### config.mk
export PLATFORM = sky130hd
export DESIGN_NAME = tlb_top
export DESIGN_NICKNAME = d
export VERILOG_FILES = /design/src/hw/tlb_pkg.sv /design/src/hw/tlb_cp0_regs.sv /design/src/hw/tlb_ctrl.sv /design/src/hw/tlb_entry_array.sv /design/src/hw/tlb_lookup_port.sv /design/src/hw/tlb_match.sv /design/src/hw/tlb_top.sv
export SDC_FILE = /design/constraint.sdc
export NUM_CORES = 2
export LEC_CHECK = 0
export ABC_CLOCK_PERIOD_IN_PS = 6550
export BUFFER_PORTS_ARGS = -buffer_cell sky130_fd_sc_hd__buf_2
export CORE_UTILIZATION = 40
export DETAILED_ROUTE_END_ITERATION = 10
export GPL_TIMING_DRIVEN = 0
export HOLD_SLACK_MARGIN = 0.15
export PLACE_DENSITY = 0.6
export SYNTH_ARGS = -nofsm -noshare
export SYNTH_HDL_FRONTEND = slang
export SYNTH_SLANG_ARGS = --single-unit
### constraint.sdc
create_clock -name aclk -period 6.55 [get_ports aclk]
set_input_delay 1.31 -clock aclk [delete_from_list [all_inputs] [get_ports aclk]]
set_output_delay 1.31 -clock aclk [all_outputs]
set_load 0.03 [all_outputs]
### src/hw/tlb_pkg.sv
package tlb_pkg;

    typedef logic [31:0] word_t;
    typedef logic [19:0] vpn_t;
    typedef logic [18:0] vpn2_t;
    typedef logic [7:0]  asid_t;
    typedef logic [19:0] pfn_t;
    typedef logic [2:0]  cattr_t;
    typedef logic [3:0]  tlb_idx_t;
    typedef logic [2:0]  reg_adr_t;

    localparam int TLB_ENTRIES = 16;

    // register word addresses
    localparam reg_adr_t ADR_INDEX    = 3'd0;
    localparam reg_adr_t ADR_ENTRYLO0 = 3'd1;
    localparam reg_adr_t ADR_ENTRYLO1 = 3'd2;
    localparam reg_adr_t ADR_ENTRYHI  = 3'd3;
    localparam reg_adr_t ADR_COMMAND  = 3'd4;
    localparam reg_adr_t ADR_RANDOM   = 3'd5;

    localparam int LO_PFN_LSB  = 6;
    localparam int LO_C_LSB    = 3;
    localparam int HI_VPN2_LSB = 13;
    localparam int INDEX_P_BIT = 31;

    typedef struct packed {
        pfn_t   pfn;
        cattr_t c;
        logic   d;
        logic   v;
    } tlb_page_t;

    typedef struct packed {
        logic      used;
        vpn2_t     vpn2;
        asid_t     asid;
        logic      g;
        tlb_page_t page0; // even page
        tlb_page_t page1; // odd page
    } tlb_entry_t;

    typedef struct packed {
        logic      found;
        tlb_page_t page;
    } tlb_result_t;

    typedef struct packed {
        logic     cyc;
        logic     stb;
        logic     we;
        reg_adr_t adr;
        word_t    dat;
    } wb_req_t;

    typedef struct packed {
        logic  ack;
        word_t dat;
    } wb_rsp_t;

    typedef enum logic [1:0] {
        CMD_TLBP  = 2'd0,
        CMD_TLBR  = 2'd1,
        CMD_TLBWI = 2'd2,
        CMD_TLBWR = 2'd3
    } tlb_cmd_e;

    typedef enum logic [1:0] {
        ST_IDLE,
        ST_EXEC,
        ST_ACK
    } ctrl_state_e;

endpackage

### src/hw/tlb_cp0_regs.sv
`timescale 1ns/100ps

module tlb_cp0_regs (
    input  logic                aclk,
    input  logic                rst,
    input  tlb_pkg::wb_req_t    wb_req,
    input  logic                reg_wr,
    input  logic                cmd_valid,
    input  tlb_pkg::tlb_cmd_e   cmd,
    input  tlb_pkg::tlb_entry_t entries [tlb_pkg::TLB_ENTRIES],
    output tlb_pkg::word_t      rd_data,
    output tlb_pkg::asid_t      cur_asid,
    output logic                arr_we,
    output tlb_pkg::tlb_idx_t   arr_widx,
    output tlb_pkg::tlb_entry_t arr_wentry
);

    tlb_pkg::vpn2_t      hi_vpn2;
    tlb_pkg::asid_t      hi_asid;
    tlb_pkg::tlb_page_t  lo0;
    tlb_pkg::tlb_page_t  lo1;
    logic                lo0_g;
    logic                lo1_g;
    logic                idx_p;
    tlb_pkg::tlb_idx_t   idx_q;
    tlb_pkg::tlb_idx_t   random_q;
    logic                probe_found;
    tlb_pkg::tlb_idx_t   probe_idx;
    tlb_pkg::tlb_entry_t rd_entry;

    function automatic tlb_pkg::word_t pack_lo(tlb_pkg::tlb_page_t pg, logic g);
        tlb_pkg::word_t w;
        w = '0;
        w[tlb_pkg::LO_PFN_LSB +: $bits(tlb_pkg::pfn_t)] = pg.pfn;
        w[tlb_pkg::LO_C_LSB +: $bits(tlb_pkg::cattr_t)] = pg.c;
        w[2] = pg.d;
        w[1] = pg.v;
        w[0] = g;
        return w;
    endfunction

    function automatic tlb_pkg::tlb_page_t unpack_lo(tlb_pkg::word_t w);
        tlb_pkg::tlb_page_t pg;
        pg.pfn = w[tlb_pkg::LO_PFN_LSB +: $bits(tlb_pkg::pfn_t)];
        pg.c   = w[tlb_pkg::LO_C_LSB +: $bits(tlb_pkg::cattr_t)];
        pg.d   = w[2];
        pg.v   = w[1];
        return pg;
    endfunction

    tlb_match probe_i (
        .entries (entries     ),
        .vpn2    (hi_vpn2     ),
        .asid    (hi_asid     ),
        .found   (probe_found ),
        .idx     (probe_idx   )
    );

    assign rd_entry = entries[idx_q];

    always_ff @(posedge aclk) begin
        if (rst) begin
            hi_vpn2  <= '0;
            hi_asid  <= '0;
            lo0      <= '0;
            lo1      <= '0;
            lo0_g    <= 1'b0;
            lo1_g    <= 1'b0;
            idx_p    <= 1'b0;
            idx_q    <= '0;
            random_q <= '1;
        end else if (reg_wr) begin
            case (wb_req.adr)
                tlb_pkg::ADR_INDEX: begin
                    idx_p <= wb_req.dat[tlb_pkg::INDEX_P_BIT];
                    idx_q <= wb_req.dat[$bits(tlb_pkg::tlb_idx_t)-1:0];
                end
                tlb_pkg::ADR_ENTRYLO0: begin
                    lo0   <= unpack_lo(wb_req.dat);
                    lo0_g <= wb_req.dat[0];
                end
                tlb_pkg::ADR_ENTRYLO1: begin
                    lo1   <= unpack_lo(wb_req.dat);
                    lo1_g <= wb_req.dat[0];
                end
                tlb_pkg::ADR_ENTRYHI: begin
                    hi_vpn2 <= wb_req.dat[tlb_pkg::HI_VPN2_LSB +: $bits(tlb_pkg::vpn2_t)];
                    hi_asid <= wb_req.dat[$bits(tlb_pkg::asid_t)-1:0];
                end
                default: ; // random is read only
            endcase
        end else if (cmd_valid) begin
            case (cmd)
                tlb_pkg::CMD_TLBP: begin
                    idx_p <= !probe_found;
                    if (probe_found) begin
                        idx_q <= probe_idx;
                    end
                end
                tlb_pkg::CMD_TLBR: begin
                    hi_vpn2 <= rd_entry.vpn2;
                    hi_asid <= rd_entry.asid;
                    lo0     <= rd_entry.page0;
                    lo1     <= rd_entry.page1;
                    lo0_g   <= rd_entry.g;
                    lo1_g   <= rd_entry.g;
                end
                tlb_pkg::CMD_TLBWR: begin
                    random_q <= random_q - 1'b1; // wraps 0 -> 15
                end
                default: ;
            endcase
        end
    end

    assign arr_we   = cmd_valid && (cmd == tlb_pkg::CMD_TLBWI || cmd == tlb_pkg::CMD_TLBWR);
    assign arr_widx = (cmd == tlb_pkg::CMD_TLBWR) ? random_q : idx_q;

    always_comb begin
        arr_wentry.used  = 1'b1;
        arr_wentry.vpn2  = hi_vpn2;
        arr_wentry.asid  = hi_asid;
        arr_wentry.g     = lo0_g && lo1_g; // global only if both halves say so
        arr_wentry.page0 = lo0;
        arr_wentry.page1 = lo1;
    end

    assign cur_asid = hi_asid;

    always_comb begin
        rd_data = '0;
        case (wb_req.adr)
            tlb_pkg::ADR_INDEX: begin
                rd_data[tlb_pkg::INDEX_P_BIT] = idx_p;
                rd_data[$bits(tlb_pkg::tlb_idx_t)-1:0] = idx_q;
            end
            tlb_pkg::ADR_ENTRYLO0: rd_data = pack_lo(lo0, lo0_g);
            tlb_pkg::ADR_ENTRYLO1: rd_data = pack_lo(lo1, lo1_g);
            tlb_pkg::ADR_ENTRYHI: begin
                rd_data[tlb_pkg::HI_VPN2_LSB +: $bits(tlb_pkg::vpn2_t)] = hi_vpn2;
                rd_data[$bits(tlb_pkg::asid_t)-1:0] = hi_asid;
            end
            tlb_pkg::ADR_RANDOM: rd_data[$bits(tlb_pkg::tlb_idx_t)-1:0] = random_q;
            default: rd_data = '0; // command reads as zero
        endcase
    end

endmodule

### src/hw/tlb_ctrl.sv
`timescale 1ns/100ps

module tlb_ctrl (
    input  logic              aclk,
    input  logic              rst,
    input  tlb_pkg::wb_req_t  wb_req,
    output tlb_pkg::wb_rsp_t  wb_rsp,
    input  tlb_pkg::word_t    rd_data,
    output logic              reg_wr,
    output logic              cmd_valid,
    output tlb_pkg::tlb_cmd_e cmd
);

    tlb_pkg::ctrl_state_e state;
    tlb_pkg::ctrl_state_e state_nxt;
    tlb_pkg::tlb_cmd_e    cmd_q;
    logic                 req;
    logic                 is_cmd;

    assign req    = wb_req.cyc && wb_req.stb;
    assign is_cmd = wb_req.we && (wb_req.adr == tlb_pkg::ADR_COMMAND);

    always_comb begin
        state_nxt = state;
        case (state)
            tlb_pkg::ST_IDLE: begin
                if (req) begin
                    // commands take one extra cycle to run
                    if (is_cmd) begin
                        state_nxt = tlb_pkg::ST_EXEC;
                    end else begin
                        state_nxt = tlb_pkg::ST_ACK;
                    end
                end
            end
            tlb_pkg::ST_EXEC: begin
                state_nxt = tlb_pkg::ST_ACK;
            end
            tlb_pkg::ST_ACK: begin
                state_nxt = tlb_pkg::ST_IDLE;
            end
            default: begin
                state_nxt = tlb_pkg::ST_IDLE;
            end
        endcase
    end

    always_ff @(posedge aclk) begin
        if (rst) begin
            state <= tlb_pkg::ST_IDLE;
        end else begin
            state <= state_nxt;
        end
    end

    always_ff @(posedge aclk) begin
        if (state == tlb_pkg::ST_IDLE && req && is_cmd) begin
            cmd_q <= tlb_pkg::tlb_cmd_e'(wb_req.dat[1:0]);
        end
    end

    // register write lands on the sampling edge
    assign reg_wr = (state == tlb_pkg::ST_IDLE) && req && wb_req.we && !is_cmd;

    assign cmd_valid = (state == tlb_pkg::ST_EXEC);
    assign cmd       = cmd_q;

    assign wb_rsp.ack = (state == tlb_pkg::ST_ACK);
    assign wb_rsp.dat = rd_data; // adr still held by master

endmodule

### src/hw/tlb_entry_array.sv
`timescale 1ns/100ps

module tlb_entry_array (
    input  logic                aclk,
    input  logic                rst,
    input  logic                we,
    input  tlb_pkg::tlb_idx_t   widx,
    input  tlb_pkg::tlb_entry_t wentry,
    output tlb_pkg::tlb_entry_t entries [tlb_pkg::TLB_ENTRIES]
);

    tlb_pkg::tlb_entry_t             mem [tlb_pkg::TLB_ENTRIES];
    logic [tlb_pkg::TLB_ENTRIES-1:0] used_q;

    // valid bits, cleared on reset
    always_ff @(posedge aclk) begin
        if (rst) begin
            used_q <= '0;
        end else if (we) begin
            used_q[widx] <= wentry.used;
        end
    end

    always_ff @(posedge aclk) begin
        if (we) begin
            mem[widx] <= wentry;
        end
    end

    always_comb begin
        for (int i = 0; i < tlb_pkg::TLB_ENTRIES; i++) begin
            entries[i]      = mem[i];
            entries[i].used = used_q[i]; // stored copy may be stale after reset
        end
    end

endmodule

### src/hw/tlb_lookup_port.sv
`timescale 1ns/100ps

module tlb_lookup_port (
    input  logic                 aclk,
    input  logic                 rst,
    input  logic                 req_valid,
    input  tlb_pkg::vpn_t        req_vpn,
    input  tlb_pkg::asid_t       asid,
    input  tlb_pkg::tlb_entry_t  entries [tlb_pkg::TLB_ENTRIES],
    output logic                 res_valid,
    output tlb_pkg::tlb_result_t res
);

    logic                 hit;
    tlb_pkg::tlb_idx_t    hit_idx;
    tlb_pkg::tlb_entry_t  hit_entry;
    tlb_pkg::tlb_result_t res_d;

    tlb_match match_i (
        .entries (entries                                 ),
        .vpn2    (req_vpn[$bits(tlb_pkg::vpn_t)-1:1]      ),
        .asid    (asid                                    ),
        .found   (hit                                     ),
        .idx     (hit_idx                                 )
    );

    assign hit_entry = entries[hit_idx];

    always_comb begin
        res_d.found = hit;
        res_d.page  = '0; // miss returns a zero page
        if (hit) begin
            res_d.page = req_vpn[0] ? hit_entry.page1 : hit_entry.page0;
        end
    end

    always_ff @(posedge aclk) begin
        if (rst) begin
            res_valid <= 1'b0;
        end else begin
            res_valid <= req_valid;
        end
    end

    always_ff @(posedge aclk) begin
        if (req_valid) begin
            res <= res_d;
        end
    end

endmodule

### src/hw/tlb_match.sv
`timescale 1ns/100ps

module tlb_match (
    input  tlb_pkg::tlb_entry_t entries [tlb_pkg::TLB_ENTRIES],
    input  tlb_pkg::vpn2_t      vpn2,
    input  tlb_pkg::asid_t      asid,
    output logic                found,
    output tlb_pkg::tlb_idx_t   idx
);

    logic [tlb_pkg::TLB_ENTRIES-1:0] hit;

    always_comb begin
        for (int i = 0; i < tlb_pkg::TLB_ENTRIES; i++) begin
            hit[i] = entries[i].used
                  && (entries[i].vpn2 == vpn2)
                  && (entries[i].g || (entries[i].asid == asid));
        end
    end

    always_comb begin
        found = |hit;
        idx   = '0;
        // walk downwards so the lowest hit is kept
        for (int i = tlb_pkg::TLB_ENTRIES - 1; i >= 0; i--) begin
            if (hit[i]) begin
                idx = tlb_pkg::tlb_idx_t'(i);
            end
        end
    end

endmodule

### src/hw/tlb_top.sv
`timescale 1ns/100ps

module tlb_top (
    input  logic                 aclk,
    input  logic                 rst,
    input  tlb_pkg::wb_req_t     wb_req,
    output tlb_pkg::wb_rsp_t     wb_rsp,
    input  logic                 i_req_valid,
    input  tlb_pkg::vpn_t        i_req_vpn,
    output logic                 i_res_valid,
    output tlb_pkg::tlb_result_t i_res,
    input  logic                 d_req_valid,
    input  tlb_pkg::vpn_t        d_req_vpn,
    output logic                 d_res_valid,
    output tlb_pkg::tlb_result_t d_res
);

    tlb_pkg::word_t      rd_data;
    logic                reg_wr;
    logic                cmd_valid;
    tlb_pkg::tlb_cmd_e   cmd;
    tlb_pkg::asid_t      cur_asid;
    logic                arr_we;
    tlb_pkg::tlb_idx_t   arr_widx;
    tlb_pkg::tlb_entry_t arr_wentry;
    tlb_pkg::tlb_entry_t entries [tlb_pkg::TLB_ENTRIES];

    tlb_ctrl ctrl_i (
        .aclk      (aclk      ),
        .rst       (rst       ),
        .wb_req    (wb_req    ),
        .wb_rsp    (wb_rsp    ),
        .rd_data   (rd_data   ),
        .reg_wr    (reg_wr    ),
        .cmd_valid (cmd_valid ),
        .cmd       (cmd       )
    );

    tlb_cp0_regs cp0_i (
        .aclk       (aclk       ),
        .rst        (rst        ),
        .wb_req     (wb_req     ),
        .reg_wr     (reg_wr     ),
        .cmd_valid  (cmd_valid  ),
        .cmd        (cmd        ),
        .entries    (entries    ),
        .rd_data    (rd_data    ),
        .cur_asid   (cur_asid   ),
        .arr_we     (arr_we     ),
        .arr_widx   (arr_widx   ),
        .arr_wentry (arr_wentry )
    );

    tlb_entry_array array_i (
        .aclk    (aclk       ),
        .rst     (rst        ),
        .we      (arr_we     ),
        .widx    (arr_widx   ),
        .wentry  (arr_wentry ),
        .entries (entries    )
    );

    // instruction fetch side
    tlb_lookup_port itlb_i (
        .aclk      (aclk        ),
        .rst       (rst         ),
        .req_valid (i_req_valid ),
        .req_vpn   (i_req_vpn   ),
        .asid      (cur_asid    ),
        .entries   (entries     ),
        .res_valid (i_res_valid ),
        .res       (i_res       )
    );

    // data access side
    tlb_lookup_port dtlb_i (
        .aclk      (aclk        ),
        .rst       (rst         ),
        .req_valid (d_req_valid ),
        .req_vpn   (d_req_vpn   ),
        .asid      (cur_asid    ),
        .entries   (entries     ),
        .res_valid (d_res_valid ),
        .res       (d_res       )
    );

endmodule

# Yosys cells after proc, flatten, opt, wreduce, memory -nomap -nowiden
# Memory sizes are Yosys's and may differ from the RTL's.
# Index checks and enable logic that the tools add are counted.
[op_classes] n_addsub=1 magnitude_cmp=5 eq_ne=79 mux=103 bitwise_logic=5 n_reduce_logical=140
[op_table] op="$bmux W79 S4" count=3
[op_table] op="$eq A19 B19 Y1" count=48
[op_table] op="$mux W25" count=10
[op_table] op="$mux W4" count=54
[op_table] op="$mux W50" count=4
[op_table] op="$mux W78" count=2
[op_table] op="$eq A8 B8 Y1" count=16
[op_table] op="$logic_and A1 B1 Y1" count=105
[op_table] op="$mux W19" count=4
[op_table] op="$pmux W18 S3" count=1
[op_table] op="$reduce_or A16 Y1" count=3
[op_table] op="$mux W8" count=4
[op_table] op="$pmux W4 S5" count=1
[op_table] op="$logic_or A1 B1 Y1" count=17
[op_table] op="$or A16 B16 Y16" count=1
[op_table] op="$ge A5 B5 Y1 const B" count=3
[op_table] op="$not A4 Y5" count=3
[op_table] op="$reduce_and A3 Y1" count=5
[op_table] op="$mux W1" count=13
[op_table] op="$pmux W4 S3" count=1
[op_table] op="$pmux W5 S2" count=1
[op_table] op="$ne A2 B2 Y1 const B" count=4
[op_table] op="$reduce_bool A2 Y1" count=4
[op_table] op="$eq A2 B2 Y1 const B" count=3
[op_table] op="other kinds (17)" count=23
[totals] ff_bits=162 mem_bits_rw=1248 inputBits=82 out_inout_bits=87 memories=1
[mem_list] memory="array_i.mem" depth=16 word_bits=78 rd=16 rd_clocked_by_memory_dff=0 write_ports=1 line_no="tlb_entry_array.sv:12" rtl="tlb_pkg::tlb_entry_t mem [tlb_pkg::TLB_ENTRIES];"

# Longest topological paths before layout
# An unclocked memory read counts as a cell.
[depth] ltp_word=25 mapped_depth=18 depth_no_buf=11

# Hierarchy
# A second synthesis with hierarchy kept.
[unflattened] hier_cells=5946 hier_area_um2=83650.2
[modules_own_cells] module="tlb_entry_array" instances=1 cells_each=1333 area_each_um2=38206.6 seq_area_each_um2=37796.2
[modules_own_cells] module="tlb_match" instances=3 cells_each=679 area_each_um2=5442.7 seq_area_each_um2=0.0
[modules_own_cells] module="tlb_lookup_port" instances=2 cells_each=521 area_each_um2=7231.9 seq_area_each_um2=800.8
[modules_own_cells] module="tlb_cp0_regs" instances=1 cells_each=1488 area_each_um2=14232.4 seq_area_each_um2=1761.7
[modules_own_cells] module="tlb_ctrl" instances=1 cells_each=46 area_each_um2=419.2 seq_area_each_um2=100.1

# Worst setup path after synthesis
# OpenSTA, ideal clock, no wires.
[synth_timing] path_kind="register to register" start="register cp0_i.idx_q[1]" end="memory array_i.mem[7][0] in the netlist's numbering, enable pin" t_arrival_ns=5.528 path_slack_ns=0.506 stages_incl_launch_ff=9 n_path_buf=4 cell_sequence="dfxtp_1 -> clkbuf_1 -> clkbuf_1 -> buf_1 -> clkbuf_1 -> mux2i_1 -> nor2_1 -> nand2_1 -> nor2_1"
[synth_between] elab_chain_cells=1
[synth_lines] element="start: declaration" line_no="tlb_cp0_regs.sv:25" rtl="tlb_pkg::tlb_idx_t idx_q;"
[synth_lines] element="start signal: assignment" line_no="tlb_cp0_regs.sv:76" rtl="idx_q <= wb_req.dat[$bits(tlb_pkg::tlb_idx_t)-1:0];"
[synth_lines] element="start signal: assignment" line_no="tlb_cp0_regs.sv:97" rtl="idx_q <= probe_idx;"
[synth_lines] element="$mux W4" line_no="tlb_cp0_regs.sv:117" rtl="assign arr_widx = (cmd == tlb_pkg::CMD_TLBWR) ? random_q : idx_q;"
[synth_lines] element="end: declaration" line_no="tlb_entry_array.sv:12"
# No other way between the ends.

# Worst setup path in the final report
[layout_timing] start="input d_req_vpn[17]" end="register dtlb_i.res[19] in the netlist's numbering (data pin)"
[layout_between] elab_chain_cells=24 word_cells_on_any_way=70 cone_classes="eq/ne: 16; mux: 20; bitwise: 1; reduce/logical: 33"
[layout_lines] element="start: declaration" line_no="tlb_top.sv:13" rtl="input tlb_pkg::vpn_t d_req_vpn,"
[layout_lines] element="$eq A19 B19 Y1" line_no="tlb_match.sv:16" rtl="&& (entries[i].vpn2 == vpn2)"
[layout_lines] element="$logic_and A1 B1 Y1" line_no="tlb_match.sv:16"
[layout_lines] element="$logic_and A1 B1 Y1" line_no="tlb_match.sv:17" rtl="&& (entries[i].g || (entries[i].asid == asid));"
[layout_lines] element="$mux W4 (16 in a row)" line_no="tlb_match.sv:26" rtl="if (hit[i]) begin"
[layout_lines] element="$not A4 Y5 (not written as such)" line_no="tlb_lookup_port.sv:27" rtl="assign hit_entry = entries[hit_idx];"
[layout_lines] element="$bmux W79 S4" line_no="tlb_lookup_port.sv:27"
[layout_lines] element="$mux W50 (not written as such) (2 in a row)" line_no="tlb_lookup_port.sv:27"
[layout_lines] element="$mux W25" line_no="tlb_lookup_port.sv:33" rtl="res_d.page = req_vpn[0] ? hit_entry.page1 : hit_entry.page0;"
[layout_lines] element="end signal: assignment" line_no="tlb_lookup_port.sv:47" rtl="res <= res_d;"
[layout_lines] element="end: declaration" line_no="tlb_lookup_port.sv:11" rtl="output tlb_pkg::tlb_result_t res"
# Several ways; a longest one is shown, not always the timed one. The select of a mux whose other input is x is not followed.
# A chain may end at the register's enable or synchronous reset.

==> run_results.csv <==
group,metric,value,unit
status,status,"finished, violations left",
status,violations,"capacitance limit, slew limit, setup timing",
synthesis,syn_nets,6450,
synthesis,ys.flop_type,"edfxtp_1",
placement,hpwl,361000,um
floorplan,dieArea,0.205,sq mm
routing,drt-initial-drc-count,11900,
placement,dpl-instance-area,0.0874,sq mm
timing,slew_viol_final,171,
timing,finalHoldViolations,0,
timing,setup-tns-final,-4.90,ns
routing,drtAntennaViolNets,0,
timing,max_clock_freq,0.146,GHz
clock_network,htreeDepth,4,
setup_path,setup.worst_path.start_class,"input pin",
timing,min_period,6.85,ns
floorplan,fp.dieW,453,um
setup_path,crit_path_end_kind,"flip-flop",
timing,finClkSkew,0.0459,ns
floorplan,start_util,40.2,%
global_route,grt_overflow,0,
synthesis,synth_cells,6367,
setup_path,rr_startpoint,"cp0_i.hi_vpn2[18]",
power_and_ir_drop,power_density,220,mW/mm^2
floorplan,fp.dieH,453,um
timing,slew_headroom,-10.5,%
clock_network,cts_sinks,1410,
setup_path,r2r_end,"cp0_i.idx_q[0]",
clock_network,clock_latency,0.88,ns
clock_network,clk_pin_slew_worst_paths,0.06,ns
final_layout,fin_area,0.0937,sq mm
timing,setup_viol,44,
power_and_ir_drop,peakVddDrop,0.000294,V
placement,post-place-ws,-2.64,ns
clock_network,cts_buffers,167,
setup_path,crit_fanout,10,
routing,wirelength,485000,um
min_path,holdPathStages,2,
synthesis,synth_area,0.0813,sq mm
clock_network,cts_root_buf,"clkbuf_16",
routing,vias,68200,
final_layout,drive_gt1_share,20.4,%
synthesis,yosysWarnings,0,
placement,gp_congestion,1.05,
routing,routed_via_density,7.11,
setup_path,rr_worst_depth,12,
synthesis,yosysUniqueCellTypes,93,
min_path,hp-class,"reg -> reg",
min_path,hold_path_startpoint,"array_i.used_q[3]",
timing,worst_slew_pin_slew,1.66,ns
synthesis,ys_seq_area_share,50.8,%
routing,wl_met3,53100,um
routing,wl_met2,206000,um
final_layout,nNetsFinal,6838,
clock_network,ctsLongestPathBuffers,3,
global_route,track_usage,46.5,%
global_route,grt_pass1_vias,64100,
floorplan,num_rows,165,
synthesis,synth-edff-count,1302,
floorplan,core_area,0.202,sq mm
setup_path,arrival,7.35,ns
routing,met1_length,168000,um
routing,drt_first_pass_iters,9,
synthesis,async_reset_ff_share,0,%
setup_path,crit_chain,"buf_2 > buf_4 > xor2_1 > nor4_1 > nand4_1 > nor4b_4 > nor2_1 > a31oi_2 > o21ai_0 > a21oi_2 > clkbuf_1 > a22oi_1 > a21oi_1 > a221oi_2",
routing,wl_per_cell,50.6,um
timing,fin_hold_ws,0.498,ns
synthesis,synth-seq-cells,1410,
synthesis,postSynthAreaPerCell,12.8,sq um
global_route,grt_pass1_wl,625000,um
setup_path,critPathSlowestCell,"clkbuf_1",
setup_path,rrSetupSlack,-0.27,ns
timing,rsz0062_at_grt,"no",
global_route,antenna_found_initial,42,
global_route,grt_max_degree,28,
routing,highest_layer,"met5",
floorplan,ios,169,
setup_path,max_stage_delay,0.94,ns
timing,fin_crit_sh,105,%
routing,route.detailed.drc,0,
placement,io_buffer_count,128,
job,cap_violations,19,
min_path,whs_endpoint,"array_i.used_q[3]",
clock_network,cts_tree,"done",
setup_path,crit_required,7.05,ns
timing,setup_slack,-0.300,ns
final_layout,area_delta_synth_final,15.3,%
setup_path,crit_type,"in -> reg",
final_layout,final_util,46.4,%
power_and_ir_drop,p_leak,33.0,nW
==> per-stage QoR <==
step / cells / power, mW
floorplan: 6367 / 10.4
finish: 9588 / 20.6
global route: 9571 / 20.8
CTS: 9562 / 20.5
global placement: 9167 / 10.7
detailed placement: 9257 / 10.7
==> layout by cell type (no fill, tap or decap), types with 25 or more instances in the layout <==
| cell | count |
|---|---|
| a211o_1 | 28 |
| a211oi_1 | 152 |
| a21oi_1 | 113 |
| a221oi_2 | 26 |
| a22oi_1 | 47 |
| a311oi_1 | 80 |
| a31oi_1 | 84 |
| a32oi_1 | 25 |
| and2_1 | 34 |
| buf_1 | 31 |
| buf_12 | 55 |
| buf_16 | 25 |
| buf_2 | 289 |
| buf_4 | 47 |
| buf_6 | 26 |
| bufinv_16 | 26 |
| clkbuf_1 | 228 |
| clkbuf_16 | 169 |
| clkbuf_2 | 65 |
| clkinv_1 | 36 |
| clkinv_2 | 29 |
| dfxtp_1 | 96 |
| edfxtp_1 | 1302 |
| inv_1 | 62 |
| mux2_1 | 27 |
| mux2_2 | 90 |
| mux2i_1 | 403 |
| mux4_2 | 392 |
| nand2_1 | 563 |
| nand3_1 | 300 |
| nand4_1 | 143 |
| nor2_1 | 193 |
| nor3_1 | 32 |
| nor4_1 | 143 |
| o21ai_0 | 85 |
| xnor2_1 | 507 |
| xor2_1 | 536 |
==> synthesized netlist by cell type, types with 23 or more instances <==
master | instances | area, sq um
edfxtp_1 | 1302 | 39100
nand2_1 | 564 | 2120
xor2_1 | 536 | 4690
xnor2_1 | 507 | 4440
mux2i_1 | 403 | 4030
mux4_2 | 392 | 8830
nand3_1 | 300 | 1500
clkbuf_1 | 264 | 991
nor2_1 | 211 | 792
nor4_1 | 164 | 1030
a211oi_1 | 153 | 1150
nand4_1 | 143 | 895
buf_2 | 142 | 711
a21oi_1 | 120 | 601
dfxtp_1 | 108 | 2160
o21ai_0 | 102 | 510
mux2_2 | 90 | 1010
a31oi_1 | 85 | 532
a311oi_1 | 81 | 709
buf_1 | 69 | 259
inv_1 | 62 | 233
a22oi_1 | 47 | 353
nor3_1 | 36 | 180
and2_1 | 35 | 219
buf_4 | 30 | 225
a211o_1 | 28 | 245
a221oi_1 | 27 | 236
mux2_1 | 27 | 304
a32oi_1 | 25 | 219
a2111o_1 | 24 | 270
o221ai_1 | 24 | 210
o22ai_1 | 23 | 144
==> cells by family after synthesis <==
group                      synth area share, %
adders and majority gates               0.0154
buffers and inverters                     3.34
and+or+nand+nor                           9.37
AOI/OAI and AO/OA                         7.84
muxes                                     17.4
xor gates and xnor gates                  11.2
DFF                                       50.8
==> final cells by class <==
cell class	count	area, sq um
fill	18200	108000
sequential	1410	41300
multi-input combinational	4363	38000
clock buffer	194	4330
tap	2672	3340
buffer	527	2620
timing repair buffer	221	2540
clock inverter	112	1340
inverter	65	244
antenna	24	60.1
==> state kept, by name, summed over array words and instances, names as in the netlist, 8 cells and up <==
register          count
cp0_i.cur_asid        8
array_i.mem        1248
itlb_i.res           26
dtlb_i.res           26
cp0_i.arr_wentry     50
cp0_i.hi_vpn2        19
array_i.used_q       16
==> power by group <==
group	switching, mW	leakage [nW]	internal, mW
sequential	0.0551	14.0	9.74
clock	4.22	2.75	5.78
combinational	0.584	16.2	0.217
==> layer usage <==
layer,vias to the layer above,global-route usage [%]
met2,6057,68.2
li1,25500,-
met3,1793,12.2
met5,-,0
met1,34900,54.8
met4,14,45.1
==> worst max path at each step <==
stage,start,to,slack (ns),cells after the start
floorplan,cp0_i.idx_q[1],array_i.mem[7][0],0.51,8
global placement,cp0_i.idx_q[1],array_i.mem[14][35],-8.13,8
detailed placement,d_req_vpn[11],dtlb_i.res[5],-2.64,12
CTS,cp0_i.idx_q[1],wb_rsp[1],0.0009,7
global route,d_req_vpn[5],dtlb_i.res[18],0.009,15
finish,d_req_vpn[17],dtlb_i.res[19],-0.30,14
==> critical path, delay by kind of cell <==
kind,cells,cell delay (ns)
xor gates and xnor gates,1,0.16
AOI/OAI and AO/OA,6,2.50
buffers and inverters,3,1.78
and+or+nand+nor,4,1.49
==> repair_timing <==
action | CTS | global route
pin swaps | 2 | 2
endpoints found under the setup margin | 50 | 47
hold buffers | 0 | 0
setup buffers | 0 | 3
gates resized for setup | 119 | 40
gates cloned | 0 | 0
Note: power is estimated with default switching activity, not from simulation.
